## config.mk

```make
export PLATFORM = sky130hd
export DESIGN_NAME = perm_check
export DESIGN_NICKNAME = d
export VERILOG_FILES = /design/src/common/vm_pkg.sv /design/src/hdl/perm_check.sv
export SDC_FILE = /design/constraint.sdc
export NUM_CORES = 1
export LEC_CHECK = 0
export BUFFER_PORTS_ARGS = -buffer_cell sky130_fd_sc_hd__buf_2
export CELL_PAD_IN_SITES_DETAIL_PLACEMENT = 1
export CELL_PAD_IN_SITES_GLOBAL_PLACEMENT = 1
export CORE_AREA = 5 5 42 44
export DETAILED_ROUTE_END_ITERATION = 12
export DIE_AREA = 0 0 47 49
export PLACE_DENSITY_LB_ADDON = 0.1
export SLEW_MARGIN = 20
export SYNTH_ARGS = -nofsm -noshare
export SYNTH_HDL_FRONTEND = slang
export SYNTH_SLANG_ARGS = --single-unit
export TNS_END_PERCENT = 50
```

## constraint.sdc

```tcl
create_clock -name vclk -period 2.3
set_input_delay 0.46 -clock vclk [all_inputs]
set_output_delay 0.46 -clock vclk [all_outputs]
set_load 0.05 [all_outputs]
```

## src/common/vm_pkg.sv

```systemverilog
// Shared widths, operation and exception encodings, and page-table types for the VM unit
package vm_pkg;

  localparam int VADDR_W    = 20;
  localparam int PAGE_OFF_W = 8;
  localparam int VPN_W      = 6;
  localparam int VTAG_W     = 2 * VPN_W;
  localparam int PPN_W      = 6;
  localparam int PADDR_W    = PPN_W + PAGE_OFF_W;
  localparam int WORD_W     = 32;
  // Word address on the memory port
  localparam int WADDR_W    = PADDR_W - 2;

  typedef enum logic [1:0] {
    e_priv_u = 2'd0,
    e_priv_s = 2'd1,
    e_priv_m = 2'd3
  } priv_e;

  typedef enum logic [1:0] {
    e_op_load,
    e_op_store,
    e_op_tlb_flush
  } mem_op_e;

  typedef enum logic [2:0] {
    e_exc_none,
    e_exc_load_page_fault,
    e_exc_store_page_fault,
    e_exc_load_access_fault,
    e_exc_store_access_fault
  } exc_e;

  // Read and write both clear means pointer to next level
  typedef struct packed {
    logic                      valid;
    logic                      read;
    logic                      write;
    logic                      user;
    logic                      dirty;
    logic [WORD_W-6-PPN_W:0]   rsvd;
    logic [PPN_W-1:0]          ppn;
  } pte_t;

  typedef struct packed {
    logic [PPN_W-1:0] ppn;
    logic             write;
    logic             user;
    logic             dirty;
  } tlb_entry_t;

endpackage

```

## src/hdl/perm_check.sv

```systemverilog
`timescale 1ns/1ns
// Page and access fault decision for one data access
module perm_check import vm_pkg::*; #(
  parameter int MEM_WORDS = 1024
) (
  input  logic             chk_v_i,
  input  logic             store_i,
  input  logic             translated_i,
  input  logic [PPN_W-1:0] ppn_i,
  input  tlb_entry_t       entry_i,
  input  priv_e            priv_mode_i,
  input  logic             sum_i,
  output exc_e             exc_o
);

  localparam int IMPL_PAGES = MEM_WORDS * 4 / (2 ** PAGE_OFF_W);

  logic priv_fault;
  logic write_fault;
  logic page_fault;
  logic access_fault;

  always_comb begin
    priv_fault   = ((priv_mode_i == e_priv_s) && !sum_i && entry_i.user)
                 || ((priv_mode_i == e_priv_u) && !entry_i.user);
    write_fault  = store_i && (!entry_i.write || !entry_i.dirty);
    page_fault   = translated_i && (priv_fault || write_fault);
    // Pages past the RAM also fault in bare mode
    access_fault = (int'(ppn_i) >= IMPL_PAGES);
    exc_o = e_exc_none;
    if (chk_v_i && page_fault) begin
      exc_o = store_i ? e_exc_store_page_fault : e_exc_load_page_fault;
    end else if (chk_v_i && access_fault) begin
      exc_o = store_i ? e_exc_store_access_fault : e_exc_load_access_fault;
    end
  end

endmodule

```

==> reports/summary.txt <==
Iteration count of the initial detailed-routing pass: 1
Critical path data arrival time: 1.43 ns
# clk buffers: 0
WL per Instance: 9.36 um
Cts hold-fix bufs: 0
VDD IR-drop max: 0.0000674 V
Num rows: 14
Netlist cell types: 11
Synth Warn #: 0
PortBufs: 14
Pins Over Slew Limit: 0
Top cell by count, worst path: buf_2
All-Layer GR Usage: 3.51%
Slew headroom: 83.3%
Final nets: 51
Die Span Y: 49 um
Fillcell total: 180
Critical path's top delay family: simple AND/OR/NAND/NOR gates
Io pins: 24
Die area: 2300 um2
Syn_nets: 35
Fmax: 528 MHz
Status: finished, final reports clean
GPL Wtd Cong: 0.721
PD cells: 205 nW/um2
Global-route wire length before repair: 669 um
Largest net degree at the start of global routing: 4
Overall power: 0.0364 mW
Drt drc: 0
Cells on Worst Hold Path: 4
Share of layout cells above drive strength 1: 50.0%
Vias per cell: 3.55
Post-synthesis cell count: 14
Final min period: 1.89 ns
Actual slew at the worst max-slew pin: 0.252 ns
Diode count: 0
Total congestion overflow: 0
Core area: 1400 um2
Sequential share of the synthesized area: 0%
RSZ-0062 raised after global routing: false
Area grow syn2layout: 103%
Required @ worst endpoint: 1.84 ns
Fin crit share: 82.4%
Hold/Removal Path Class: in -> out
Vias in the first global route: 177
Netlist Area Pre-Place: 87.6 um2
Finish-stage setup viols: 0
Initial core utilization: 6.25%
Final wirelength: 412 um
CP max-delay cell: buf_2
FFs & Latches: 0
Crit Path Max Fanout: 3
Slowest cell delay on critical path: 0.26 ns
Critical path, cell by cell: buf_2, and3b_1, o211ai_1, and3_1, buf_2
Finished Cell Area: 178 um2
Post-Syn Area per Cell: 6.26 um2
Critical path class: in -> out
Maxcap violations: 0
Postcts setup bufs: 0
Final TNS setup: 0 ns
Area of the multi-input gates: 80.1 um2
LEAKAGE: 0.110 nW
Placed Area: 178 um2
Total vias in the final route: 156
Critical Path Source Type: input port
Levels on crit path: 5
Number of antenna violations at the first check in global routing: 0
DR iter-0 viols: 0
Storage element area: 0 um2
Die Width: 47 um
Min Hold Slack: 1.35 ns
Final Hold Viols: 0
Crit path capture type: output pin
Antenna-violating nets left: 0
Bufs and invs on worst path: 2
Post-CTS sizing: 0
## report_power, final
| group | internal (mW) | switching, mW | total (mW) |
|---|---|---|---|
| logic | 0.0140 | 0.0223 | 0.0364 |
| registers | 0 | 0 | 0 |
| clock network | 0 | 0 | 0 |
| total | 0.0140 | 0.0223 | 0.0364 |
## layout by cell type, fill, tap and decap left out, drive strengths merged
cell type,count
and2,1
and3,1
and3b,1
buf,14
inv,2
nand2,1
nand3,1
nor2,1
o211a,1
o211ai,2
o21a,2
o22ai,1
## kinds of logic (layout without fill, tap and decap cells)
kind of cell    Yosys count  count (layout)  synth area share (%)
compound gates            6               6                  52.9
simple gates              6               6                  38.6
buf+inv                   2              16                  8.57
## metrics by stage
| step | setup WS [ns] | util, % | instances |
|---|---|---|---|
| 4_1_cts | 0.373 | 12.7 | 44 |
| 6_report | 0.406 | 12.7 | 44 |
| 2_1_floorplan | 0.196 | - | 14 |
| 3_5_place_dp | 0.382 | 12.7 | 44 |
| 5_1_grt | 0.333 | 12.7 | 44 |
| 3_3_place_gp | 0.398 | 12.7 | 44 |
## synthesized netlist by cell type
| master | instances | area [um2] |
|---|---|---|
| and2_1 | 1 | 6.26 |
| and3_1 | 1 | 6.26 |
| and3b_1 | 1 | 8.76 |
| inv_1 | 2 | 7.51 |
| nand2_1 | 1 | 3.75 |
| nand3_1 | 1 | 5.00 |
| nor2_1 | 1 | 3.75 |
| o211a_1 | 1 | 10.0 |
| o211ai_1 | 2 | 15.0 |
| o21a_1 | 2 | 15.0 |
| o22ai_1 | 1 | 6.26 |
## worst paths after layout
check | endpoint | slack (ns) | startpoint
worst max-delay path | exc_o[2] | 0.41 | priv_mode_i[0]
worst min-delay path | exc_o[0] | 1.35 | store_i
## area by class of cell
type                            count  area share, %
Multi-Input combinational cell     12           45.1
Tap cell                           16           11.3
Timing Repair Buffer               14           39.4
Inverter                            2           4.23
## worst min-delay path: stages
cell and delay, ns:
buf_2 0.09, inv_1 0.05, o21a_1 0.09, buf_2 0.20
## layer usage
layer,global-route usage (%),share of wire (%)
met1,4.78,46
met2,6.11,42
met3,0.369,12
met4,0,0
met5,0,0
Power figures use the tool's default switching activity.
