$ cat config.mk
export PLATFORM = sky130hd
export DESIGN_NAME = dtlb
export DESIGN_NICKNAME = d
export VERILOG_FILES = /design/src/common/vm_pkg.sv /design/src/dtlb/dtlb.sv
export SDC_FILE = /design/constraint.sdc
export NUM_CORES = 1
export LEC_CHECK = 0
export ABC_CLOCK_PERIOD_IN_PS = 5100
export BUFFER_PORTS_ARGS = -buffer_cell sky130_fd_sc_hd__buf_2
export CAP_MARGIN = 20
export CORE_ASPECT_RATIO = 0.6
export CORE_MARGIN = 5
export CORE_UTILIZATION = 55
export DETAILED_ROUTE_END_ITERATION = 8
export PLACE_DENSITY = 0.76
export REMOVE_ABC_BUFFERS = 1
export SLEW_MARGIN = 20
export SYNTH_ARGS = -nofsm -noshare
export SYNTH_HDL_FRONTEND = slang
export SYNTH_SLANG_ARGS = --single-unit
$ cat constraint.sdc
create_clock -name clk_i -period 5.1 [get_ports clk_i]
set_input_delay 1.02 -clock clk_i [delete_from_list [all_inputs] [get_ports clk_i]]
set_output_delay 1.02 -clock clk_i [all_outputs]
set_load 0.01 [all_outputs]
$ cat src/common/vm_pkg.sv
// Shared widths, operation and exception encodings, and page-table types for the VM unit
package vm_pkg;

  localparam int VADDR_W    = 20;
  localparam int PAGE_OFF_W = 8;
  localparam int VPN_W      = 6;
  localparam int VTAG_W     = 2 * VPN_W;
  localparam int PPN_W      = 6;
  localparam int PADDR_W    = PPN_W + PAGE_OFF_W;
  localparam int WORD_W     = 32;
  // Word address on the memory port
  localparam int WADDR_W    = PADDR_W - 2;

  typedef enum logic [1:0] {
    e_priv_u = 2'd0,
    e_priv_s = 2'd1,
    e_priv_m = 2'd3
  } priv_e;

  typedef enum logic [1:0] {
    e_op_load,
    e_op_store,
    e_op_tlb_flush
  } mem_op_e;

  typedef enum logic [2:0] {
    e_exc_none,
    e_exc_load_page_fault,
    e_exc_store_page_fault,
    e_exc_load_access_fault,
    e_exc_store_access_fault
  } exc_e;

  // Read and write both clear means pointer to next level
  typedef struct packed {
    logic                      valid;
    logic                      read;
    logic                      write;
    logic                      user;
    logic                      dirty;
    logic [WORD_W-6-PPN_W:0]   rsvd;
    logic [PPN_W-1:0]          ppn;
  } pte_t;

  typedef struct packed {
    logic [PPN_W-1:0] ppn;
    logic             write;
    logic             user;
    logic             dirty;
  } tlb_entry_t;

endpackage

$ cat src/dtlb/dtlb.sv
`timescale 1ns/1ns
// Fully associative data TLB with registered lookup, round-robin fill and flush
module dtlb import vm_pkg::*; #(
  parameter int TLB_ENTRIES = 4
) (
  input  logic              clk_i,
  input  logic              reset_i,
  input  logic              lookup_v_i,
  input  logic              flush_i,
  input  logic [VTAG_W-1:0] vtag_i,
  input  logic              fill_v_i,
  input  logic [VTAG_W-1:0] fill_vtag_i,
  input  tlb_entry_t        fill_entry_i,
  output logic              hit_o,
  output logic              miss_o,
  output tlb_entry_t        entry_o
);

  localparam int IDX_W = (TLB_ENTRIES > 1) ? $clog2(TLB_ENTRIES) : 1;

  logic [TLB_ENTRIES-1:0] valid_r;
  logic [VTAG_W-1:0]      vtag_r  [TLB_ENTRIES];
  tlb_entry_t             entry_r [TLB_ENTRIES];
  logic [IDX_W-1:0]       victim_r;
  logic                   match;
  tlb_entry_t             match_entry;

  always_comb begin
    match       = 1'b0;
    match_entry = '0;
    for (int i = 0; i < TLB_ENTRIES; i++) begin
      if (valid_r[i] && (vtag_r[i] == vtag_i)) begin
        match       = 1'b1;
        match_entry = entry_r[i];
      end
    end
  end

  always_ff @(posedge clk_i) begin
    if (reset_i) begin
      valid_r  <= '0;
      victim_r <= '0;
      hit_o    <= 1'b0;
      miss_o   <= 1'b0;
    end else begin
      // Lookup racing a flush sees an empty TLB
      hit_o  <= lookup_v_i && match && !flush_i;
      miss_o <= lookup_v_i && !(match && !flush_i);
      if (flush_i) begin
        valid_r <= '0;
      end else if (fill_v_i) begin
        valid_r[victim_r] <= 1'b1;
        victim_r <= (victim_r == IDX_W'(TLB_ENTRIES - 1)) ? '0 : victim_r + 1'b1;
      end
    end
  end

  always_ff @(posedge clk_i) begin
    if (fill_v_i) begin
      vtag_r[victim_r]  <= fill_vtag_i;
      entry_r[victim_r] <= fill_entry_i;
    end
    entry_o <= match_entry;
  end

  // Fills only happen while the walker holds off new commands
  a_no_fill_lookup: assert property (@(posedge clk_i) disable iff (reset_i)
    !(fill_v_i && lookup_v_i));

endmodule

==> metrics.csv, run 1 <==
metric;value;unit
Arr. time, crit path;2.64;ns
WS Path Type;in2reg;
Most used DFF post-synth;edfxtp_1;
Die Ht;77.0;um
setup violators final;0;
sequential fraction of the synthesis area;0.697;
Clock Skew;0.00692;ns
Worst-path clk slew;0.07;ns
slowest stage delay, CP;0.74;ns
Routed WL per cell;18.3;um
Residual DRC;0;
Core ar.;0.00727;mm^2
Sequential Area;0.00286;mm^2
final hold viol count;0;
Multi-input gate area;0.00110;mm^2
Max-Cap Viols;0;
Ports;49;
Root Buffer Master;clkbuf_16;
worst vdd ir;0.224;mV
GR peak layer;met1;
Via density;5.21;
Post-synth EDFFs;84;
post-layout min period;2.45;ns
CTS HTree Levels;3;
Max FO, Critical Path;9;
DP HPWL;5.20;mm
Yosys reg bits;101;
DR pass1 iterations;4;
placer congestion estimate;0.733;
Die ar.;0.00936;mm^2
routed via count;2183;
Achievable Freq;0.408;GHz
Syn Inst Count;265;
Die X;122;um
HP Class;reg2reg;
ant diodes;0;
First DRT Iteration DRCs;160;
met1 usage;0.260;
outcome;finished clean;
Worst-Skew Late Latency;0.35;ns
initial core utilization;0.565;
total gr overflow;0;
relative slew slack;0.503;
Yosys warning count;0;
Worst-Margin Slew;0.742;ns
layout cells sized above 1;0.263;
num rows;24;
area delta synth->final;14.0;%
largest net degree at the start of global routing;23;
hold_buf cts;0;
port buffer count;48;
postcts setup bufs;0;
fin util;0.645;
met2 GRT Util;0.252;
Fin Setup TNS;0;ns
Synth async-reset ratio;0;
RSZ-0062 raised after global routing;false;
Pleak;1.60;nW
mean post-synth cell area;15.5;um^2
post-CTS sizing;0;
Syn Std Cell Area;0.00411;mm^2
fin. max-slew vios;0;
Routed Antenna Nets;0;
Slowest cell on crit path;or4_1;
CP cell instances;buf_2 > xnor2_1 > nand4_1 > or4_1 > o21bai_1 > a32oi_1;
fin crit share;0.481;
TritonCTS sink count;101;
number of global-route vias before repair;2250;
Final Non-Filler Cells;419;
Filler Cells Inserted;543;
initial antenna violation count;0;
CTS buffer count;9;
CP Data Required Time;5.29;ns
Final #Nets;352;
CP Launch Type;input pin;
largest buffer count on any clock path;2;
first-pass GRT wire length;12.2;mm
pwr/cell area;368;mW/mm^2
Cells after DPL;403;
M3 GR Usage;0.0691;
CP Capture Type;register;
final WL;7.67;mm
CTS tree;built;
Min Hold Slack;0.497;ns
library cells used by synthesis;31;
GRT Total Usage;0.178;
cell families (layout without fill, tap and decap cells):
family	count (synthesis)	in the layout	share of synthesized area
AO/OA/AOI/OAI	21	21	0.0402
XOR/XNOR	48	48	0.120
adder cells (fa/ha/maj)	4	4	0.0122
buffers and inverters	21	71	0.0362
flip-flops	101	101	0.697
AND/OR/NAND/NOR	70	70	0.0950
layout by cell type (no fill, tap or decap):
master,count
o41ai_1,1
nand4_1,7
xnor2_2,7
xnor2_4,1
xnor2_1,40
nand3_1,12
nand3_2,1
clkinvlp_4,1
nor4_1,1
buf_4,3
and2_1,2
nand2_1,22
ha_1,4
inv_6,3
inv_1,4
clkbuf_8,1
bufinv_16,1
clkbuf_16,9
nor3b_1,1
nor3_1,5
nand4_2,1
and2_2,2
a32oi_1,9
or4_4,1
edfxtp_1,84
nor4_4,2
nor2_1,10
nor2b_1,1
o21bai_1,9
nor4_2,1
or4_1,1
a21oi_1,2
dfxtp_1,17
buf_2,48
inv_8,1
worst paths after layout:
| check | startpoint | to | slack (ns) | depth (start not counted) |
|---|---|---|---|---|
| max reg2reg | vtag_r[2][6]$_DFFE_PP_ | entry_o[2]$_DFF_P_ | 3.07 | 5 |
| min | valid_r[1]$_SDFFE_PP0P_ | valid_r[1]$_SDFFE_PP0P_ | 0.50 | 2 |
| max | vtag_i[6] | entry_o[2]$_DFF_P_ | 2.65 | 6 |
| min reg2reg | valid_r[1]$_SDFFE_PP0P_ | valid_r[1]$_SDFFE_PP0P_ | 0.50 | 2 |
through the flow:
step                power (W)  worst slack, ns  instance area, um^2
floorplan            0.000989             2.39                 3980
global placement      0.00103             2.32                 4370
detailed placement    0.00104             2.28                 4370
CTS                   0.00174             2.65                 4680
global route          0.00179             2.56                 4680
finish                0.00172             2.65                 4680
cell usage after synthesis (all sizes together) (5+ instances only):
cell | count | area (um^2)
xnor2 | 48 | 492
nand3 | 13 | 70.1
nor2 | 10 | 37.5
buf | 15 | 125
a32oi | 9 | 78.8
dfxtp | 17 | 340
edfxtp | 84 | 2520
nand4 | 8 | 56.3
nor3 | 5 | 25.0
nand2 | 22 | 82.6
o21bai | 9 | 67.6
per-layer routing:
layer / vias up / share of wire / routed length (um)
li1: 1051 / - / -
met1: 1050 / 0.49 / 3780
met2: 73 / 0.44 / 3340
met3: 9 / 0.061 / 471
met4: 0 / 0.010 / 78
met5: - / 0 / 0
state kept, by name, indices dropped and copies added, names as in the netlist:
register and count:
hit_o 1, entry_r 36, vtag_r 48, miss_o 1, entry_o 9, victim_r 2, valid_r 4
report_power, final:
part / total (W) / internal, W / switching [W]
Combinational: 0.0000935 / 0.0000388 / 0.0000547
Sequential: 0.000926 / 0.000917 / 0.00000866
Clock: 0.000706 / 0.000402 / 0.000303
area by class of cell:
| cell class | count | share of cell area |
|---|---|---|
| well taps | 104 | 0.0278 |
| multi-input cells | 143 | 0.235 |
| clock buffers | 10 | 0.0510 |
| repair buffers | 51 | 0.0561 |
| inverters | 4 | 0.00321 |
| clock inverters | 6 | 0.0160 |
| flip-flops and latches | 101 | 0.611 |
critical path, delay by kind of cell:
| family | cells | cell delay, ns |
|---|---|---|
| and+or+nand+nor | 2 | 0.91 |
| AOI/OAI and AO/OA | 2 | 0.30 |
| xor gates and xnor gates | 1 | 0.26 |
| buffers and inverters | 1 | 0.14 |
No activity file was read; power rests on OpenSTA's default activity.
==> inputs of run 2 (changes only) <==
--- a/config.mk
+++ b/config.mk
@@ -5,14 +5,14 @@
 export SDC_FILE = /design/constraint.sdc
 export NUM_CORES = 1
 export LEC_CHECK = 0
-export ABC_CLOCK_PERIOD_IN_PS = 5100
+export ABC_CLOCK_PERIOD_IN_PS = 2100
 export BUFFER_PORTS_ARGS = -buffer_cell sky130_fd_sc_hd__buf_2
 export CAP_MARGIN = 20
 export CORE_ASPECT_RATIO = 0.6
 export CORE_MARGIN = 5
-export CORE_UTILIZATION = 55
+export CORE_UTILIZATION = 52
 export DETAILED_ROUTE_END_ITERATION = 8
-export PLACE_DENSITY = 0.76
+export PLACE_DENSITY = 0.75
 export REMOVE_ABC_BUFFERS = 1
 export SLEW_MARGIN = 20
 export SYNTH_ARGS = -nofsm -noshare
==> constraint.sdc (replaced) <==
create_clock -name clk_i -period 2.1 [get_ports clk_i]
set_input_delay 0.42 -clock clk_i [delete_from_list [all_inputs] [get_ports clk_i]]
set_output_delay 0.42 -clock clk_i [all_outputs]
set_load 0.01 [all_outputs]
==> run 2 against run 1 <==
Count of clock-buffer cells in the layout is 1 higher. Via count is 1.5% higher. Cell count is 2.9% higher. Flip-flop and latch count did not move. Total power rose by 130%. Global-route usage down 1.1 points. Non-clock buffer count increased by 8. Sequential power grew 140%. Wire length decreased by 0.95%. Critical path type is now reg2reg. Highest routed layer unchanged.
==> metrics.csv, run 2 (same netlist as run 1, synthesis figures left out) <==
metric;value;unit;change
outcome;finished clean;;
placer congestion estimate;0.794;;+8.3%
layout cells sized above 1;0.272;;+0.00895
Pleak;1.62;nW;+1.4%
Arr. time, crit path;2.14;ns;-0.50 ns
Min-Delay Startpoint;fill_vtag_i[3];;
Residual DRC;0;;unchanged
total gr overflow;0;;unchanged
number of global-route vias before repair;2290;;+1.8%
port buffer count;48;;unchanged
relative slew slack;0.502;;-0.00140
Worst-path clk slew;0.06;ns;about the same
largest net degree at the start of global routing;19;;-17%
largest buffer count on any clock path;2;;unchanged
routed via count;2215;;+1.5%
fin crit share;0.938;;
Worst-Skew Late Latency;0.34;ns;about the same
Root Buffer Master;clkbuf_16;;
CTS tree;built;;
pwr/cell area;844;mW/mm^2;+130%
Die Ht;78.9;um;+2.5%
CP Launch Type;register;;
final instance area;0.00472;mm^2;+0.80%
Filler Cells Inserted;598;;+10%
Die X;125;um;+2.6%
Achievable Freq;0.507;GHz;
Clock Skew;0.00536;ns;-0.00156 ns
fin util;0.606;;-0.0384
Max-Cap Viols;0;;unchanged
final hold viol count;0;;unchanged
Crit. Startpoint;vtag_r[2][8]$_DFFE_PP_;;
post-CTS sizing;0;;unchanged
r2r worst-path depth;6;;+1
HP Class;in2reg;;
setup violators final;0;;unchanged
fin. max-slew vios;0;;unchanged
commonest non-fill, non-tap cell in the layout;edfxtp_1;;
final WL;7.60;mm;-0.95%
Ports;49;;unchanged
commonest cells after routing, fill and taps aside;edfxtp_1 (84), buf_2 (48), xnor2_1 (40), nand2_1 (22), dfxtp_1 (17);;
CP Data Required Time;2.27;ns;-3.02 ns
initial core utilization;0.528;;-0.0379
RSZ-0062 raised after global routing;false;;
ant diodes;0;;unchanged
max FFs per register;48;;unchanged
Routed Antenna Nets;0;;unchanged
FF-to-FF Start;vtag_r[2][8]$_DFFE_PP_;;
Routed WL per cell;17.6;um;-3.7%
DP HPWL;5.35;mm;+2.9%
num rows;25;;+4.2%
Max FO, Critical Path;9;;unchanged
Cells after DPL;415;;+3.0%
First DRT Iteration DRCs;186;;+16%
first-pass GRT wire length;12.2;mm;unchanged
largest registers;vtag_r (48), entry_r (36), entry_o (9);;
CP cell instances;xnor2_1 > nand4_1 > or4_1 > buf_4 > o21bai_1 > a32oi_1;;
CTS HTree Levels;3;;unchanged
Core ar.;0.00779;mm^2;+7.2%
GRT Total Usage;0.167;;-0.0111
worst vdd ir;0.463;mV;+110%
post-layout min period;1.97;ns;
area delta synth->final;14.9;%;
slowest stage delay, CP;0.54;ns;-0.20 ns
DR pass1 iterations;4;;unchanged
CTS buffer count;9;;unchanged
DP Area;0.00445;mm^2;+1.7%
Final Non-Filler Cells;431;;+2.9%
Top reg by flops;vtag_r;;
Cells on Worst Hold Path;1;;-1
Slowest cell on crit path;or4_1;;
hold_buf cts;0;;unchanged
initial antenna violation count;0;;unchanged
Worst-Margin Slew;0.744;ns;+0.00209 ns
postcts setup bufs;0;;unchanged
TritonCTS sink count;101;;unchanged
WS Path Type;reg2reg;;
Via density;5.14;;-1.4%
Die ar.;0.00984;mm^2;+5.2%
CP Capture Type;register;;
Final #Nets;360;;+2.3%
run 2: cell count changes in the layout (fill, tap and decap cells not counted):
cell	before	now
buf_12	0	1
clkinv_2	0	2
and2_2	2	0
clkinvlp_4	1	2
inv_8	1	0
buf_4	3	10
inv_6	3	1
clkbuf_1	0	1
bufinv_16	1	0
and2_1	2	4
run 2: final timing paths:
path                                           endpoint  slack, ns
worst min register to register  valid_r[1]$_SDFFE_PP0P_       0.50
worst max-delay path                 entry_o[7]$_DFF_P_       0.13
worst min-delay path             vtag_r[2][3]$_DFFE_PP_       0.29
worst max register to register       entry_o[7]$_DFF_P_       0.13
run 2: worst max-delay path, delay by kind of cell (launching register included):
kind | cells | cell delay (ns)
DFF | 1 | 0.38
buffers and inverters | 1 | 0.20
and+or+nand+nor | 2 | 0.71
xor gates and xnor gates | 1 | 0.27
AOI/OAI and AO/OA | 2 | 0.23
run 2: where the power goes:
group	leakage, nW	switching, W	internal [W]	total [W]
sequential	0.909	0.0000190	0.00223	0.00225
clock	0.132	0.000676	0.000835	0.00151
combinational	0.583	0.000129	0.0000970	0.000226
total	1.62	0.000824	0.00316	0.00398
run 2: final cells by class:
class                      count  area, um^2  area share
clock inverter                 5        33.8     0.00715
timing repair buffer          59         335      0.0710
inverter                       4        15.0     0.00318
clock buffer                  11         243      0.0514
multi-input combinational    143        1100       0.232
tap                          108         135      0.0286
sequential                   101        2860       0.606
run 2: routing by layer:
layer	GRT usage	up-vias	routed length, um
li1	-	1065	-
met1	0.230	1077	3510
met2	0.245	63	3550
met3	0.0585	10	449
met4	0.0656	0	89
met5	0	-	0
run 2: metrics by stage:
stage | worst slack, ns | setup TNS, ns | hold slack, ns | total power, W
global placement | -0.00513 | -0.0199 | 0.480 | 0.00251
detailed placement | -0.0789 | -0.354 | 0.485 | 0.00252
floorplan | -0.0146 | -0.131 | 0.467 | 0.00240
global route | 0.0324 | 0 | 0.276 | 0.00414
finish | 0.129 | 0 | 0.290 | 0.00398
CTS | 0.144 | 0 | 0.278 | 0.00403
