$ cat config.mk
export PLATFORM = sky130hd
export DESIGN_NAME = mem_pipe_ctrl_flat
export DESIGN_NICKNAME = d
export VERILOG_FILES = /design/src/common/vm_pkg.sv /design/src/common/dmem_if.sv /design/src/hdl/mem_pipe_ctrl.sv /design/src/flat_wrapper.sv
export SDC_FILE = /design/constraint.sdc
export NUM_CORES = 1
export LEC_CHECK = 0
export ABC_AREA = 1
export BUFFER_PORTS_ARGS = -buffer_cell sky130_fd_sc_hd__buf_4
export CORE_AREA = 4 4 117 119
export DETAILED_ROUTE_END_ITERATION = 12
export DIE_AREA = 0 0 121 123
export HOLD_SLACK_MARGIN = 0.02
export RECOVER_POWER = 100
export SYNTH_ARGS = -nofsm -noshare
export SYNTH_HDL_FRONTEND = slang
export SYNTH_SLANG_ARGS = --single-unit
$ cat constraint.sdc
create_clock -name clk_i -period 2.65 [get_ports clk_i]
set_clock_uncertainty 0.15 [all_clocks]
set_input_delay 0.265 -clock clk_i [delete_from_list [all_inputs] [get_ports clk_i]]
set_output_delay 0.265 -clock clk_i [all_outputs]
set_load 0.05 [all_outputs]
$ cat src/common/vm_pkg.sv
// Shared widths, operation and exception encodings, and page-table types for the VM unit
package vm_pkg;

  localparam int VADDR_W    = 20;
  localparam int PAGE_OFF_W = 8;
  localparam int VPN_W      = 6;
  localparam int VTAG_W     = 2 * VPN_W;
  localparam int PPN_W      = 6;
  localparam int PADDR_W    = PPN_W + PAGE_OFF_W;
  localparam int WORD_W     = 32;
  // Word address on the memory port
  localparam int WADDR_W    = PADDR_W - 2;

  typedef enum logic [1:0] {
    e_priv_u = 2'd0,
    e_priv_s = 2'd1,
    e_priv_m = 2'd3
  } priv_e;

  typedef enum logic [1:0] {
    e_op_load,
    e_op_store,
    e_op_tlb_flush
  } mem_op_e;

  typedef enum logic [2:0] {
    e_exc_none,
    e_exc_load_page_fault,
    e_exc_store_page_fault,
    e_exc_load_access_fault,
    e_exc_store_access_fault
  } exc_e;

  // Read and write both clear means pointer to next level
  typedef struct packed {
    logic                      valid;
    logic                      read;
    logic                      write;
    logic                      user;
    logic                      dirty;
    logic [WORD_W-6-PPN_W:0]   rsvd;
    logic [PPN_W-1:0]          ppn;
  } pte_t;

  typedef struct packed {
    logic [PPN_W-1:0] ppn;
    logic             write;
    logic             user;
    logic             dirty;
  } tlb_entry_t;

endpackage

$ cat src/common/dmem_if.sv
`timescale 1ns/1ns
// Word-wide data memory port between a requester and the RAM
interface dmem_if import vm_pkg::*; ();

  logic               req_v;
  logic               we;
  logic [WADDR_W-1:0] addr;
  logic [WORD_W-1:0]  wdata;
  // Valid the cycle after a read request
  logic [WORD_W-1:0]  rdata;

  modport requester (
    output req_v,
    output we,
    output addr,
    output wdata,
    input  rdata
  );

  modport memory (
    input  req_v,
    input  we,
    input  addr,
    input  wdata,
    output rdata
  );

endinterface

$ cat src/hdl/mem_pipe_ctrl.sv
`timescale 1ns/1ns
// Two-stage command pipeline with RAM port arbitration, response forming and kill
module mem_pipe_ctrl import vm_pkg::*; (
  input  logic               clk_i,
  input  logic               reset_i,
  input  logic               translation_en_i,
  input  logic               cmd_v_i,
  input  mem_op_e            cmd_op_i,
  input  logic [VADDR_W-1:0] cmd_vaddr_i,
  input  logic [WORD_W-1:0]  cmd_data_i,
  input  logic               kill_i,
  output logic               cmd_ready_o,
  output logic               resp_v_o,
  output logic               resp_miss_o,
  output exc_e               resp_exc_o,
  output logic [WORD_W-1:0]  resp_data_o,
  output logic               tlb_lookup_v_o,
  output logic               tlb_flush_o,
  output logic [VTAG_W-1:0]  tlb_vtag_o,
  input  logic               tlb_hit_i,
  input  logic               tlb_miss_i,
  input  tlb_entry_t         tlb_entry_i,
  output logic               chk_v_o,
  output logic               chk_store_o,
  output logic [PPN_W-1:0]   chk_ppn_o,
  input  exc_e               chk_exc_i,
  output logic               walk_start_o,
  output logic               walk_store_o,
  output logic [VTAG_W-1:0]  walk_vtag_o,
  input  logic               walk_busy_i,
  input  logic               walk_fault_i,
  input  logic               walk_fault_store_i,
  dmem_if.memory             walk_mem,
  dmem_if.requester          ram_port
);

  logic               accept;
  logic               s1_v_r;
  mem_op_e            s1_op_r;
  logic [VADDR_W-1:0] s1_vaddr_r;
  logic [WORD_W-1:0]  s1_data_r;
  logic               s1_mem;
  logic               s1_miss;
  logic               s1_go;
  logic [PPN_W-1:0]   s1_ppn;
  logic               s2_v_r;
  logic               s2_miss_r;
  exc_e               s2_exc_r;
  logic               s2_store_r;
  logic [VTAG_W-1:0]  s2_vtag_r;

  assign accept         = cmd_v_i && cmd_ready_o;
  assign tlb_lookup_v_o = accept && translation_en_i && (cmd_op_i != e_op_tlb_flush);
  assign tlb_vtag_o     = cmd_vaddr_i[VADDR_W-1:PAGE_OFF_W];

  assign s1_mem      = s1_v_r && (s1_op_r != e_op_tlb_flush);
  assign s1_miss     = s1_mem && translation_en_i && tlb_miss_i;
  assign tlb_flush_o = s1_v_r && (s1_op_r == e_op_tlb_flush) && !kill_i;

  // Bare mode keeps only the implemented physical address bits
  assign s1_ppn      = translation_en_i ? tlb_entry_i.ppn : s1_vaddr_r[PADDR_W-1:PAGE_OFF_W];
  assign chk_v_o     = s1_mem && (tlb_hit_i || !translation_en_i);
  assign chk_store_o = (s1_op_r == e_op_store);
  assign chk_ppn_o   = s1_ppn;
  // A store must also survive the kill window
  assign s1_go = chk_v_o && (chk_exc_i == e_exc_none) && !(chk_store_o && kill_i);

  // Walker owns the RAM port for the whole walk
  always_comb begin
    if (walk_busy_i) begin
      ram_port.req_v = walk_mem.req_v;
      ram_port.we    = walk_mem.we;
      ram_port.addr  = walk_mem.addr;
      ram_port.wdata = walk_mem.wdata;
    end else begin
      ram_port.req_v = s1_go;
      ram_port.we    = chk_store_o;
      ram_port.addr  = {s1_ppn, s1_vaddr_r[PAGE_OFF_W-1:2]};
      ram_port.wdata = s1_data_r;
    end
  end
  assign walk_mem.rdata = ram_port.rdata;

  always_ff @(posedge clk_i) begin
    if (reset_i) begin
      s1_v_r <= 1'b0;
      s2_v_r <= 1'b0;
    end else begin
      s1_v_r <= accept;
      s2_v_r <= s1_v_r && !kill_i;
    end
  end

  always_ff @(posedge clk_i) begin
    if (accept) begin
      s1_op_r    <= cmd_op_i;
      s1_vaddr_r <= cmd_vaddr_i;
      s1_data_r  <= cmd_data_i;
    end
    if (s1_v_r) begin
      s2_miss_r  <= s1_miss;
      s2_exc_r   <= chk_exc_i;
      s2_store_r <= chk_store_o;
      s2_vtag_r  <= s1_vaddr_r[VADDR_W-1:PAGE_OFF_W];
    end
  end

  // Miss response and walk start share cycle 2
  assign walk_start_o = s2_v_r && s2_miss_r;
  assign walk_store_o = s2_store_r;
  assign walk_vtag_o  = s2_vtag_r;

  assign cmd_ready_o = !walk_busy_i && !s1_miss && !walk_start_o;
  assign resp_v_o    = s2_v_r || walk_fault_i;
  assign resp_miss_o = s2_v_r && s2_miss_r;
  assign resp_data_o = ram_port.rdata;

  always_comb begin
    if (walk_fault_i) begin
      resp_exc_o = walk_fault_store_i ? e_exc_store_page_fault : e_exc_load_page_fault;
    end else begin
      resp_exc_o = s2_exc_r;
    end
  end

  // Only the walker's own fault may answer while it runs
  a_walk_quiet: assert property (@(posedge clk_i) disable iff (reset_i)
    (walk_busy_i && resp_v_o) |->
      (resp_exc_o inside {e_exc_load_page_fault, e_exc_store_page_fault}));

endmodule

$ cat src/flat_wrapper.sv
// flat-port wrapper written by rule: the top's interface ports become plain ports
module mem_pipe_ctrl_flat import vm_pkg::*;
  (clk_i, reset_i, translation_en_i, cmd_v_i, cmd_op_i, cmd_vaddr_i, cmd_data_i, kill_i, cmd_ready_o, resp_v_o, resp_miss_o, resp_exc_o, resp_data_o, tlb_lookup_v_o, tlb_flush_o, tlb_vtag_o, tlb_hit_i, tlb_miss_i, tlb_entry_i, chk_v_o, chk_store_o, chk_ppn_o, chk_exc_i, walk_start_o, walk_store_o, walk_vtag_o, walk_busy_i, walk_fault_i, walk_fault_store_i, walk_mem_req_v, walk_mem_we, walk_mem_addr, walk_mem_wdata, walk_mem_rdata, ram_port_req_v, ram_port_we, ram_port_addr, ram_port_wdata, ram_port_rdata);
  dmem_if walk_mem_i ();
  dmem_if ram_port_i ();
  input  logic clk_i;
  input  logic reset_i;
  input  logic translation_en_i;
  input  logic cmd_v_i;
  input  mem_op_e cmd_op_i;
  input  logic [VADDR_W-1:0] cmd_vaddr_i;
  input  logic [WORD_W-1:0] cmd_data_i;
  input  logic kill_i;
  output logic cmd_ready_o;
  output logic resp_v_o;
  output logic resp_miss_o;
  output exc_e resp_exc_o;
  output logic [WORD_W-1:0] resp_data_o;
  output logic tlb_lookup_v_o;
  output logic tlb_flush_o;
  output logic [VTAG_W-1:0] tlb_vtag_o;
  input  logic tlb_hit_i;
  input  logic tlb_miss_i;
  input  tlb_entry_t tlb_entry_i;
  output logic chk_v_o;
  output logic chk_store_o;
  output logic [PPN_W-1:0] chk_ppn_o;
  input  exc_e chk_exc_i;
  output logic walk_start_o;
  output logic walk_store_o;
  output logic [VTAG_W-1:0] walk_vtag_o;
  input  logic walk_busy_i;
  input  logic walk_fault_i;
  input  logic walk_fault_store_i;
  input wire logic [$bits(walk_mem_i.req_v)-1:0] walk_mem_req_v;
  input wire logic [$bits(walk_mem_i.we)-1:0] walk_mem_we;
  input wire logic [$bits(walk_mem_i.addr)-1:0] walk_mem_addr;
  input wire logic [$bits(walk_mem_i.wdata)-1:0] walk_mem_wdata;
  output wire logic [$bits(walk_mem_i.rdata)-1:0] walk_mem_rdata;
  output wire logic [$bits(ram_port_i.req_v)-1:0] ram_port_req_v;
  output wire logic [$bits(ram_port_i.we)-1:0] ram_port_we;
  output wire logic [$bits(ram_port_i.addr)-1:0] ram_port_addr;
  output wire logic [$bits(ram_port_i.wdata)-1:0] ram_port_wdata;
  input wire logic [$bits(ram_port_i.rdata)-1:0] ram_port_rdata;
  assign walk_mem_i.req_v = walk_mem_req_v;
  assign walk_mem_i.we = walk_mem_we;
  assign walk_mem_i.addr = walk_mem_addr;
  assign walk_mem_i.wdata = walk_mem_wdata;
  assign walk_mem_rdata = walk_mem_i.rdata;
  assign ram_port_req_v = ram_port_i.req_v;
  assign ram_port_we = ram_port_i.we;
  assign ram_port_addr = ram_port_i.addr;
  assign ram_port_wdata = ram_port_i.wdata;
  assign ram_port_i.rdata = ram_port_rdata;
  mem_pipe_ctrl u_core (.clk_i(clk_i), .reset_i(reset_i), .translation_en_i(translation_en_i), .cmd_v_i(cmd_v_i), .cmd_op_i(cmd_op_i), .cmd_vaddr_i(cmd_vaddr_i), .cmd_data_i(cmd_data_i), .kill_i(kill_i), .cmd_ready_o(cmd_ready_o), .resp_v_o(resp_v_o), .resp_miss_o(resp_miss_o), .resp_exc_o(resp_exc_o), .resp_data_o(resp_data_o), .tlb_lookup_v_o(tlb_lookup_v_o), .tlb_flush_o(tlb_flush_o), .tlb_vtag_o(tlb_vtag_o), .tlb_hit_i(tlb_hit_i), .tlb_miss_i(tlb_miss_i), .tlb_entry_i(tlb_entry_i), .chk_v_o(chk_v_o), .chk_store_o(chk_store_o), .chk_ppn_o(chk_ppn_o), .chk_exc_i(chk_exc_i), .walk_start_o(walk_start_o), .walk_store_o(walk_store_o), .walk_vtag_o(walk_vtag_o), .walk_busy_i(walk_busy_i), .walk_fault_i(walk_fault_i), .walk_fault_store_i(walk_fault_store_i), .walk_mem(walk_mem_i), .ram_port(ram_port_i));
endmodule
==> results by group <==
Outcome
  – Status: finished, final reports clean

Setup path
  – Critical path type: reg2out
  – Largest delay share family, worst path: buffers and inverters
  – Buf+Inv Stages, Crit Path: 2
  – CP Cell Sequence: inv_1 -> nand2_1 -> nand3_1 -> nand3_1 -> nor2_1 -> clkbuf_1
  – CP Max Fanout: 3
  – Critical Path End Type: output pin
  – R2R Setup Slk: between 0.5 and 0.6 ns
  – CP required: between 2 and 2.5 ns
  – Cell mode on critical path: nand3_1
  – CP peak stage delay: ~0.5 ns
  – Crit path DAT: 1.82 ns
  – Slowest-stage cell, CP: clkbuf_1
  – Critical Path Start Type: flip-flop

Logic synthesis
  – Post-synthesis sequential area ratio: 0.5971
  – Area share of the largest cell type after synthesis: 0.5858
  – Synth area leaders: edfxtp_1 (59%), buf_4 (17%), nand2_1 (16%)
  – Post-synth EDFFs: 69
  – Mapped cell area: about 3500 sq um
  – Cell count after synthesis: 351
  – Count of cell types in the netlist: 16
  – Async S/R FF share, synth: 0
  – Main synth FF type: edfxtp_1
  – Flops & latches, synth: 71
  – Syn nets: between 500 and 600
  – Area leader, netlist: edfxtp_1
  – Yosys Warn Count: 0
  – Syn Area/Cell: 10.08 sq um

STA
  – Max Fclk: 446.6 MHz
  – Setup violations, final: 0
  – Final Hold Viols: 0
  – Fin crit period: 2.239 ns
  – Fin Setup TNS: 0 ns
  – Worst-Margin Slew: 0.8425 ns
  – Worst setup margin: 0.4108 ns
  – Fin. max-slew vios: 0
  – Slew headroom: 0.4375
  – Final period util: 0.8450
  – RSZ-0062 raised after global routing: no

GRT
  – Number of global-route vias before repair: between 3000 and 4000
  – Global-route wire length before repair: about 17 mm
  – Largest net degree at the start of global routing: 53
  – Initial antenna violation count: 0
  – GR Util All Layers: 0.1532
  – Congestion Overflow GR: 0

Clock network
  – Sink Count: 71
  – H-tree lvl count: 3
  – Cts hold-fix bufs: between 50 and 60
  – Clock slew at reported path FFs: 0.05 ns
  – Num CTS Buffers: 9
  – CTS root buffer: clkbuf_16
  – Post-CTS Setup Repair Bufs: 0
  – CTS resizes: 0
  – Worst-skew pair later-pin latency: between 0.3 and 0.4 ns
  – CTS tree: yes
  – Clock tree buffer depth: 2

Power
  – Post-layout total power: 0.003121 W
  – Cell Pwr Density: 609.7 nW/um^2
  – Leakage power: 2.230 nW
  – Max VDD drop: 0.4103 mV

Floorplanning
  – Core area: 12570 sq um
  – DIE AREA: 14880 sq um
  – IO Pins: 306
  – Starting density of the core: 0.2814
  – Die Y: between 100 and 150 microns
  – Row cnt: around 40
  – Die X: about 120 microns

Routing
  – First-pass DRT Iterations: 4
  – Top Metal Used: met4
  – Routed vias/inst: 4.178
  – Routed wl met3: around 1.3 mm
  – Antenna viol nets, final: 0
  – DRT iter0 DRCs: 70
  – Total Wirelength: roughly 12 mm
  – Met2 WL post-DR: about 6.6 mm
  – Met1 wire length: approximately 3.5 mm
  – Total number of vias: 2979
  – Wire per inst: 16.51 microns
  – Residual DRC count: 0

Placed design
  – HPWL after DPL: roughly 9 mm
  – Port Buffers: 204
  – GPL Wtd Cong: 0.7675
  – Pre-CTS WS: 0.9091 ns

Finish
  – Final nets: ~700
  – Layout area overhead: 44.71%
  – Fraction of layout cells with a size suffix above 1: 0.2311
  – Commonest non-fill, non-tap cell in the layout: nand2_1
  – Core occupancy in the finished layout: 0.4073
  – Most frequent cells in the layout: nand2_1 (147), clkbuf_1 (96), edfxtp_1 (69)
  – Antenna cell count: 0

Worst hold path
  – Worst min path class: in2reg

Job
  – Max-cap violation count: 0
[layout make-up]
| cell class | instances | area [sq um] |
|---|---|---|
| Tap cell | 172 | 215.2 |
| Inverter | 15 | 61.31 |
| Multi-Input combinational cell | 177 | 690.7 |
| Clock inverter | 5 | 50.05 |
| Clock buffer | 9 | 225.2 |
| Sequential cell | 71 | 2112 |
| Timing Repair Buffer | 264 | 1764 |
| Fill cell | 1301 | 7450 |
[state kept, by name, indices dropped and copies added, names as in the netlist]
register / count
u_core.walk_vtag_o: 12
u_core.walk_store_o: 1
u_core.s2_miss_r: 1
u_core.s2_exc_r: 3
u_core.s1_vaddr_r: 18
u_core.s1_data_r: 32
u_core.s2_v_r: 1
u_core.s1_op_r: 2
u_core.s1_v_r: 1
[per-stage QoR]
stage                     instance area [sq um]  std cells  hold slack [ns]
after floorplan                            3537        351           0.1874
after global placement                     4653        642           0.2505
after detailed placement                   4653        642           0.2545
after CTS                                  5499        713           0.1137
after global routing                       5119        713           0.1215
final                                      5119        713           0.1123
[worst reg2reg max path: stages, from the launching register on]
cell      delay, ns
edfxtp_1       0.37
inv_1          0.06
nand2_1        0.08
nand3_1        0.16
nand3_1        0.15
clkinv_1       0.07
clkbuf_4       0.60
[cells by family (layout without fill, tap and decap cells)]
| logic type | Yosys count | after routing | synth area share |
|---|---|---|---|
| AND/OR/NAND/NOR | 168 | 168 | 0.1818 |
| flip-flops | 71 | 71 | 0.5971 |
| AO/OA/AOI/OAI | 9 | 9 | 0.01486 |
| buffers and inverters | 103 | 293 | 0.2062 |
[cell usage after synthesis, types with 2 or more instances]
library cell  instances
dfxtp_1               2
buf_4                80
buf_6                 4
inv_1                13
nor2_1               16
nand2_1             147
a31oi_1               6
o21ai_0               3
buf_2                 4
edfxtp_1             69
nor3_1                2
[power by group]
group,leakage (nW),total [W],switching (W),internal [W]
Combinational,1.43,0.000679,0.000459,0.000219
Sequential,0.661,0.00130,0.0000128,0.00128
Clock,0.134,0.00115,0.000435,0.000711
Total,2.23,0.00312,0.000907,0.00221
[per-layer routing]
| metal | GRT usage | vias to the layer above |
|---|---|---|
| met5 | 0 | - |
| met4 | 0.06232 | 0 |
| met3 | 0.07091 | 24 |
| met2 | 0.2998 | 183 |
| met1 | 0.1329 | 1353 |
| li1 | - | 1419 |
[path summary, 6_finish.rpt]
check	start	end	cells after the start
min	cmd_v_i	u_core.s1_v_r	3
max reg2reg	u_core.s1_op_r[0]	u_core.s1_data_r[21]	6
max	u_core.s1_op_r[0]	tlb_lookup_v_o	6
min reg2reg	u_core.s1_vaddr_r[15]	u_core.walk_vtag_o[7]	0
(Power assumes the default switching activity.)
