[src/common/vm_pkg.sv]
// Shared widths, operation and exception encodings, and page-table types for the VM unit
package vm_pkg;

  localparam int VADDR_W    = 20;
  localparam int PAGE_OFF_W = 8;
  localparam int VPN_W      = 6;
  localparam int VTAG_W     = 2 * VPN_W;
  localparam int PPN_W      = 6;
  localparam int PADDR_W    = PPN_W + PAGE_OFF_W;
  localparam int WORD_W     = 32;
  // Word address on the memory port
  localparam int WADDR_W    = PADDR_W - 2;

  typedef enum logic [1:0] {
    e_priv_u = 2'd0,
    e_priv_s = 2'd1,
    e_priv_m = 2'd3
  } priv_e;

  typedef enum logic [1:0] {
    e_op_load,
    e_op_store,
    e_op_tlb_flush
  } mem_op_e;

  typedef enum logic [2:0] {
    e_exc_none,
    e_exc_load_page_fault,
    e_exc_store_page_fault,
    e_exc_load_access_fault,
    e_exc_store_access_fault
  } exc_e;

  // Read and write both clear means pointer to next level
  typedef struct packed {
    logic                      valid;
    logic                      read;
    logic                      write;
    logic                      user;
    logic                      dirty;
    logic [WORD_W-6-PPN_W:0]   rsvd;
    logic [PPN_W-1:0]          ppn;
  } pte_t;

  typedef struct packed {
    logic [PPN_W-1:0] ppn;
    logic             write;
    logic             user;
    logic             dirty;
  } tlb_entry_t;

endpackage

[src/common/dmem_if.sv]
`timescale 1ns/1ns
// Word-wide data memory port between a requester and the RAM
interface dmem_if import vm_pkg::*; ();

  logic               req_v;
  logic               we;
  logic [WADDR_W-1:0] addr;
  logic [WORD_W-1:0]  wdata;
  // Valid the cycle after a read request
  logic [WORD_W-1:0]  rdata;

  modport requester (
    output req_v,
    output we,
    output addr,
    output wdata,
    input  rdata
  );

  modport memory (
    input  req_v,
    input  we,
    input  addr,
    input  wdata,
    output rdata
  );

endinterface

[src/ptw/page_walker.sv]
`timescale 1ns/1ns
// Two-level page table walker reading entries through the shared memory port
module page_walker import vm_pkg::*; (
  input  logic              clk_i,
  input  logic              reset_i,
  input  logic              start_i,
  input  logic              store_i,
  input  logic [VTAG_W-1:0] vtag_i,
  input  logic [PPN_W-1:0]  root_ppn_i,
  output logic              busy_o,
  output logic              fault_o,
  output logic              fault_store_o,
  output logic              fill_v_o,
  output logic [VTAG_W-1:0] fill_vtag_o,
  output tlb_entry_t        fill_entry_o,
  dmem_if.requester         mem
);

  typedef enum logic [2:0] {
    e_walk_idle,
    e_walk_rd1,
    e_walk_wait1,
    e_walk_rd2,
    e_walk_wait2,
    e_walk_fill
  } walk_state_e;

  walk_state_e       state_r;
  logic [VTAG_W-1:0] vtag_r;
  logic              store_r;
  logic [PPN_W-1:0]  table_ppn_r;
  tlb_entry_t        leaf_r;
  pte_t              pte;
  logic              l1_bad;
  logic              l2_bad;

  assign pte = pte_t'(mem.rdata);
  // No superpages, level 1 must point onward and level 2 must be a leaf
  assign l1_bad = !pte.valid || pte.read || pte.write;
  assign l2_bad = !pte.valid || (!pte.read && !pte.write);

  always_ff @(posedge clk_i) begin
    if (reset_i) begin
      state_r <= e_walk_idle;
    end else begin
      case (state_r)
        e_walk_idle: begin
          if (start_i) begin
            state_r <= e_walk_rd1;
          end
        end
        e_walk_rd1:   state_r <= e_walk_wait1;
        e_walk_wait1: state_r <= l1_bad ? e_walk_idle : e_walk_rd2;
        e_walk_rd2:   state_r <= e_walk_wait2;
        e_walk_wait2: state_r <= l2_bad ? e_walk_idle : e_walk_fill;
        default:      state_r <= e_walk_idle;
      endcase
    end
  end

  always_ff @(posedge clk_i) begin
    if ((state_r == e_walk_idle) && start_i) begin
      vtag_r  <= vtag_i;
      store_r <= store_i;
    end
    if (state_r == e_walk_wait1) begin
      table_ppn_r <= pte.ppn;
    end
    if (state_r == e_walk_wait2) begin
      leaf_r <= '{ppn: pte.ppn, write: pte.write, user: pte.user, dirty: pte.dirty};
    end
  end

  // Entry word address is table page plus level index
  assign mem.req_v = (state_r == e_walk_rd1) || (state_r == e_walk_rd2);
  assign mem.we    = 1'b0;
  assign mem.wdata = '0;
  assign mem.addr  = (state_r == e_walk_rd1) ? {root_ppn_i, vtag_r[VTAG_W-1:VPN_W]}
                                             : {table_ppn_r, vtag_r[VPN_W-1:0]};

  assign busy_o        = (state_r != e_walk_idle);
  assign fault_o       = ((state_r == e_walk_wait1) && l1_bad)
                       || ((state_r == e_walk_wait2) && l2_bad);
  assign fault_store_o = store_r;
  assign fill_v_o      = (state_r == e_walk_fill);
  assign fill_vtag_o   = vtag_r;
  assign fill_entry_o  = leaf_r;

endmodule

[src/flat_wrapper.sv]
// flat-port wrapper written by rule: the top's interface ports become plain ports
module page_walker_flat import vm_pkg::*;
  (clk_i, reset_i, start_i, store_i, vtag_i, root_ppn_i, busy_o, fault_o, fault_store_o, fill_v_o, fill_vtag_o, fill_entry_o, mem_req_v, mem_we, mem_addr, mem_wdata, mem_rdata);
  dmem_if mem_i ();
  input  logic clk_i;
  input  logic reset_i;
  input  logic start_i;
  input  logic store_i;
  input  logic [VTAG_W-1:0] vtag_i;
  input  logic [PPN_W-1:0] root_ppn_i;
  output logic busy_o;
  output logic fault_o;
  output logic fault_store_o;
  output logic fill_v_o;
  output logic [VTAG_W-1:0] fill_vtag_o;
  output tlb_entry_t fill_entry_o;
  output wire logic [$bits(mem_i.req_v)-1:0] mem_req_v;
  output wire logic [$bits(mem_i.we)-1:0] mem_we;
  output wire logic [$bits(mem_i.addr)-1:0] mem_addr;
  output wire logic [$bits(mem_i.wdata)-1:0] mem_wdata;
  input wire logic [$bits(mem_i.rdata)-1:0] mem_rdata;
  assign mem_req_v = mem_i.req_v;
  assign mem_we = mem_i.we;
  assign mem_addr = mem_i.addr;
  assign mem_wdata = mem_i.wdata;
  assign mem_i.rdata = mem_rdata;
  page_walker u_core (.clk_i(clk_i), .reset_i(reset_i), .start_i(start_i), .store_i(store_i), .vtag_i(vtag_i), .root_ppn_i(root_ppn_i), .busy_o(busy_o), .fault_o(fault_o), .fault_store_o(fault_store_o), .fill_v_o(fill_v_o), .fill_vtag_o(fill_vtag_o), .fill_entry_o(fill_entry_o), .mem(mem_i));
endmodule
[config.mk]
export PLATFORM = sky130hd
export DESIGN_NAME = page_walker_flat
export DESIGN_NICKNAME = d
export VERILOG_FILES = /design/src/common/vm_pkg.sv /design/src/common/dmem_if.sv /design/src/ptw/page_walker.sv /design/src/flat_wrapper.sv
export SDC_FILE = /design/constraint.sdc
export NUM_CORES = 1
export LEC_CHECK = 0
export BUFFER_PORTS_ARGS = -buffer_cell sky130_fd_sc_hd__buf_2
export CAP_MARGIN = 20
export CELL_PAD_IN_SITES_DETAIL_PLACEMENT = 1
export CELL_PAD_IN_SITES_GLOBAL_PLACEMENT = 1
export CORE_MARGIN = 5
export CORE_UTILIZATION = 25
export DETAILED_ROUTE_END_ITERATION = 12
export PLACE_DENSITY_LB_ADDON = 0.1
export REMOVE_ABC_BUFFERS = 1
export SYNTH_ARGS = -nofsm -noshare
export SYNTH_HDL_FRONTEND = slang
export SYNTH_SLANG_ARGS = --single-unit
[constraint.sdc]
create_clock -name clk_i -period 1.95 [get_ports clk_i]
set_clock_uncertainty 0.2 [all_clocks]
set_input_delay 0.2925 -clock clk_i [delete_from_list [all_inputs] [get_ports clk_i]]
set_output_delay 0.2925 -clock clk_i [all_outputs]
set_load 0.01 [all_outputs]
==> results of run 1 <==
## cells in the final DEF, fill, tap and decap left out, types with 2 or more instances in the layout
cell	instances
clkbuf_1	3
buf_6	12
nand2b_1	3
mux2_4	12
clkbuf_8	5
buf_4	5
a21oi_1	2
conb_1	33
dfxtp_2	3
nor2b_1	2
a211oi_1	2
edfxtp_1	28
nand2_1	2
nand3b_1	2
dlygate4sd3_1	21
buf_2	58
## registers in the layout (all words and copies together) (netlist names)
register	cells
u_core.state_r	3
u_core.fill_vtag_o	12
u_core.fault_store_o	1
u_core.fill_entry_o	9
u_core.table_ppn_r	6
## cells in the mapped netlist, drive strengths merged
cell type   n  area share (%)
nor3b       2            0.99
nand2b      4             2.1
o21ai       1            0.33
inv         1            0.25
nor2b       3             1.2
edfxtp     28              55
nor3        1            0.33
a211oi      2            0.99
or3         1            0.41
dfxtp       3             3.9
a21o        1            0.49
nand2       2            0.49
mux2       12              11
conb        1            0.25
buf        36              18
a21oi       2            0.66
nor2        2            0.99
nand3b      2            0.99
o211ai      1            0.49
## power groups by stage
stage          registers [uW]  clock network, uW  logic (uW)
6_report                  769                457         292
5_1_grt                   772                523         318
4_1_cts                   769                487         288
3_5_place_dp              783                  0         229
3_3_place_gp              780                  0         227
2_1_floorplan             795                  0         110
## routing by layer
| metal | vias to the layer above | part of all wire [%] | track usage [%] |
|---|---|---|---|
| li1 | 501 | - | - |
| met1 | 497 | 36 | 9.61 |
| met2 | 55 | 54 | 16.6 |
| met3 | 7 | 8.2 | 2.73 |
| met4 | 0 | 2.1 | 4.95 |
| met5 | - | 0 | 0 |
## through the flow
stage	hold WS [ns]	TNS [ns]	instances
after floorplan	0.162	-1.82	101
after global placement	0.271	0	252
after detailed placement	0.271	0	252
after CTS	0.000662	-0.242	280
after global routing	0.00423	-0.738	281
final	0.0125	0	281
## worst paths after layout
kind,depth (start not counted),end,start
worst max register to register,4,u_core.table_ppn_r[0],u_core.state_r[1]
worst min register to register,2,u_core.state_r[1],u_core.state_r[0]
worst min-delay path,1,u_core.table_ppn_r[1],mem_rdata[1]
worst max-delay path,5,mem_addr[7],u_core.state_r[1]
## worst max-delay path: stages (launching register included)
cell and delay [ns]:
dfxtp_2 0.31, nand2b_4 0.15, nor2_4 0.10, buf_12 0.17
mux2_4 0.31, buf_6 0.12
## final cells by class
| type | count | area share, % |
|---|---|---|
| well taps | 75 | 4.17 |
| clock buffers | 8 | 3.56 |
| inverters | 1 | 0.167 |
| repair buffers | 97 | 30.8 |
| flip-flops and latches | 31 | 40.2 |
| multi-input cells | 69 | 21.2 |
## timing repair
item	4_1_cts	5_1_grt
endpoints found under the hold margin	24	2
endpoints found under the setup margin	12	13
hold buffers	20	1
pin swaps	0	0
resized for setup	12	6
## kinds of logic (layout without fill, tap and decap cells)
family	after synthesis	in the layout
AO/OA/AOI/OAI	7	7
buffers and inverters	37	106
flip-flops	31	31
multiplexers	12	12
other	1	33
AND/OR/NAND/NOR	17	17
==> results.yml, run 1 <==
clock_tree:
  cts.sinks: 31
  clk_pin_slew_worst_paths_ns: 0.06
  cts_buffer_depth: 2
  cts_root_buf: "clkbuf_8"
  cts_tree: "yes"
  clock_latency_ns: 0.27
  cts_buffers: 5
  postCtsSetupBuffers: 0
  cts_htree_levels: 2
place:
  port-buffer-count: 70
  dp_slack_ns: 0.232
  post_dp_cell_area_sq_mm: 0.00187
  dp_hpwl_um: 2660
  routabilityCongestion: 0.774
synthesis:
  synth_seq_area_share_pct: 59.2
  synthMuxAreaShare_pct: 11.3
  synth_seq_cells: 31
  yosysWarnings: 0
  synth_xor_area_share_pct: 0
  syn_area_sq_mm: 0.00152
  yosysUniqueCellTypes: 24
  synth_top_family_by_area: "buffers and inverters"
  synth-simple-area-share_pct: 7.57
  synthCells: 105
  avgSynthCellArea_sq_um: 14.5
  synth-compound-area-share_pct: 2.96
  synth_fa_ha_area_share_pct: 0
global_routing:
  grt_antenna_before_repair: 0
  grt_pass1_wl_um: 5360
  grt-ovfl-total: 0
  grt_pass1_vias: 1189
  grtUsageTotal_pct: 9.24
  grt_max_degree: 14
final_layout:
  n_fill_cell: 667
  multi_input_area_sq_um: 477
  layout.nets: 259
  syn_to_final_growth_pct: 48.0
  drive_gt1_share_pct: 49.0
  utilization_pct: 38.0
  antenna_cells: 0
  seqCellArea_sq_um: 905
  final_area_sq_mm: 0.00225
run_status:
  status: "finished clean"
sta:
  finalMaxSlewViolations: 0
  grt_setup_unrepaired: "true"
  final-setup-viol-count: 0
  final_hold_viol_count: 0
  max_freq_ghz: 0.516
  setup_slack_ns: 0.0114
  period_needed_ns: 1.94
  fin_crit_sh_pct: 99.4
drt:
  dr.pass1.iters: 4
  ant_nets: 0
  via_per_inst: 3.77
  drc_errors: 0
  wl_per_cell_um: 12.6
  drt_iter0_drc: 19
  wl_um: 3530
  via_count: 1060
power_and_ir_drop:
  powerDensity_mw_per_mm2: 674
  comb_power_share_pct: 19.3
  ir_drop_uv: 189
  p_leak_uw: 0.00100
  pwr-share-clk_pct: 30.1
  finalPower_uw: 1520
  p_sw_uw: 350
  pwr-share-seq_pct: 50.7
  p_int_uw: 1170
  switching_share_pct: 23.1
setup_path:
  end_kind: "output port"
  reg2reg_slack_ns: 0.47
  crit_path_start_kind: "flop"
  setup.worst_path.class: "flop to output port"
  crit_fanout: 12
  arrival_ns: 1.45
  crit_required_ns: 1.46
floorplan:
  rows: 28
  io_pins: 125
  dieHeight_um: 88.0
  die_area_sq_mm: 0.00775
  core_area_sq_mm: 0.00592
  initial_core_util_pct: 25.7
  die_width_um: 88.0
min_path:
  hold_path.class: "input pin to flop"
flow_run:
  drv_cap: 0
Power figures use the tool's default switching activity.
==> run 2, diff against run 1 <==
--- a/config.mk
+++ b/config.mk
@@ -10,7 +10,7 @@
 export CELL_PAD_IN_SITES_DETAIL_PLACEMENT = 1
 export CELL_PAD_IN_SITES_GLOBAL_PLACEMENT = 1
 export CORE_MARGIN = 5
-export CORE_UTILIZATION = 25
+export CORE_UTILIZATION = 28
 export DETAILED_ROUTE_END_ITERATION = 12
 export PLACE_DENSITY_LB_ADDON = 0.1
 export REMOVE_ABC_BUFFERS = 1
==> constraint.sdc (replaced) <==
create_clock -name clk_i -period 2.11 [get_ports clk_i]
set_clock_uncertainty 0.2 [all_clocks]
set_input_delay 0.422 -clock clk_i [delete_from_list [all_inputs] [get_ports clk_i]]
set_output_delay 0.422 -clock clk_i [all_outputs]
set_load 0.01 [all_outputs]
==> results.yml, run 2 (synthesized netlist as in run 1, its figures left out) <==
final_layout:
  seqCellArea_sq_um: 902
  utilization_pct: 39.2
  layoutNonFillerInstCount: 256
  layout_commonest_cell: "buf_2"
  multi_input_area_sq_um: 477
  mostFrequentLayoutCells: "buf_2 (58), conb_1 (33), edfxtp_1 (28)"
  largest_register_ffs: 12
  drive_gt1_share_pct: 53.8
  syn_to_final_growth_pct: 34.1
  antenna_cells: 0
  n_fill_cell: 589
  layout.nets: 239
floorplan:
  rows: 26
  core_area_sq_mm: 0.00520
  io_pins: 125
  dieHeight_um: 83.7
  die_width_um: 83.7
  die_area_sq_mm: 0.00701
  initial_core_util_pct: 29.2
clock_tree:
  cts.sinks: 31
  clock_latency_ns: 0.27
  postCtsSetupBuffers: 0
  cts_buffers: 5
  cts_hold_buf: 0
  clk_pin_slew_worst_paths_ns: 0.06
  cts_root_buf: "clkbuf_8"
  cts_buffer_depth: 2
  cts_htree_levels: 2
  cts_tree: "yes"
drt:
  drc_errors: 0
  dr.pass1.iters: 4
  wl_per_cell_um: 13.5
  via_count: 988
  ant_nets: 0
  via_per_inst: 3.86
  wl_um: 3450
  drt_iter0_drc: 26
setup_path:
  cp-startpoint: "u_core.state_r[1]"
  crit_path_start_kind: "flop"
  r2r_start: "u_core.state_r[2]"
  slowest_stage: "dfxtp_2"
  arrival_ns: 1.45
  crit_fanout: 12
  setup.worst_path.class: "flop to output port"
  end_kind: "output port"
  rr_endpoint: "u_core.fill_vtag_o[5]"
  max_stage_delay_ns: 0.32
  crit_required_ns: 1.49
  r2r_cells: 4
  reg2reg_slack_ns: 0.61
  path_cells: "nand2b_4 -> nor2_4 -> buf_12 -> mux2_4 -> buf_6"
place:
  port-buffer-count: 70
  dp_slack_ns: 0.268
  dp_hpwl_um: 2740
  dp.cells: 248
  routabilityCongestion: 0.722
global_routing:
  grt-ovfl-total: 0
  grt_antenna_before_repair: 0
  grt_pass1_vias: 1063
  grt_max_degree: 14
  grt_pass1_wl_um: 5060
  grtUsageTotal_pct: 9.35
min_path:
  hold_path.class: "input pin to flop"
  hold_end: "u_core.fill_vtag_o[4]"
  min_path_cells: 1
  hp-start: "vtag_i[4]"
sta:
  grt_setup_unrepaired: "true"
  fin_crit_sh_pct: 98.2
  period_needed_ns: 2.07
  setup_slack_ns: 0.0370
  final_hold_viol_count: 0
  max_freq_ghz: 0.482
  setup_tns_ns: 0
  final-setup-viol-count: 0
  finalMaxSlewViolations: 0
power_and_ir_drop:
  ir_drop_uv: 229
  p_leak_uw: 0.000921
  powerDensity_mw_per_mm2: 676
flow_run:
  drv_cap: 0
run_status:
  status: "finished clean"
[run 2: changes by cell type in the layout (fill, tap and decap cells not counted)]
cell	delta
buf_4	+1
dfxtp_1	+2
dfxtp_2	-2
dlygate4sd3_1	-21
[run 2: worst max-delay path by stage]
stage,end,slack [ns],depth (start not counted)
6_report,mem_addr[11],0.04,5
5_1_grt,mem_addr[0],-0.05,5
4_1_cts,mem_addr[0],-0.005,5
3_5_place_dp,fault_o,0.27,5
3_3_place_gp,mem_addr[0],0.29,5
2_1_floorplan,u_core.fault_store_o,0.02,2
[run 2: critical path: cells and delay by family, from the launching register on]
kind          cells  cell delay, ns
flops             1            0.32
mux               1            0.32
buf+inv           2            0.28
simple gates      2            0.25
[run 2: power by group]
group          switching, uW  internal [uW]  total, uW  leakage [uW]
registers               10.3            699        710      0.000285
clock network            195            234        428     0.0000395
logic                    120            121        241      0.000596
total                    325           1050       1380      0.000921
[run 2: stage by stage]
stage               cell area (sq um)  hold slack, ns  total power [uW]
floorplan                        1360           0.291               836
global placement                 1870           0.327               932
finish                           2040           0.121              1380
detailed placement               1870           0.339               936
CTS                              1970           0.112              1380
global route                     2040           0.104              1450
[run 2: repair_timing]
item / in CTS / in global routing
gates cloned: 0 / 0
resized for setup: 3 / 13
setup endpoints to repair: 2 / 13
[run 2: final cells by class]
class	instances	share of cell area, %
Tap cell	70	4.29
Inverter	1	0.184
Multi-Input combinational cell	69	23.4
Clock buffer	8	3.92
Timing Repair Buffer	77	24.0
Sequential cell	31	44.2
[run 2: layer usage]
metal	wire (um)	part of all wire (%)	GRT usage [%]	up-vias
met5	0	0	0	-
met4	53	1.5	5.26	0
met2	1890	55	17.6	52
met3	225	6.5	2.57	6
met1	1280	37	9.01	470
li1	-	-	-	460
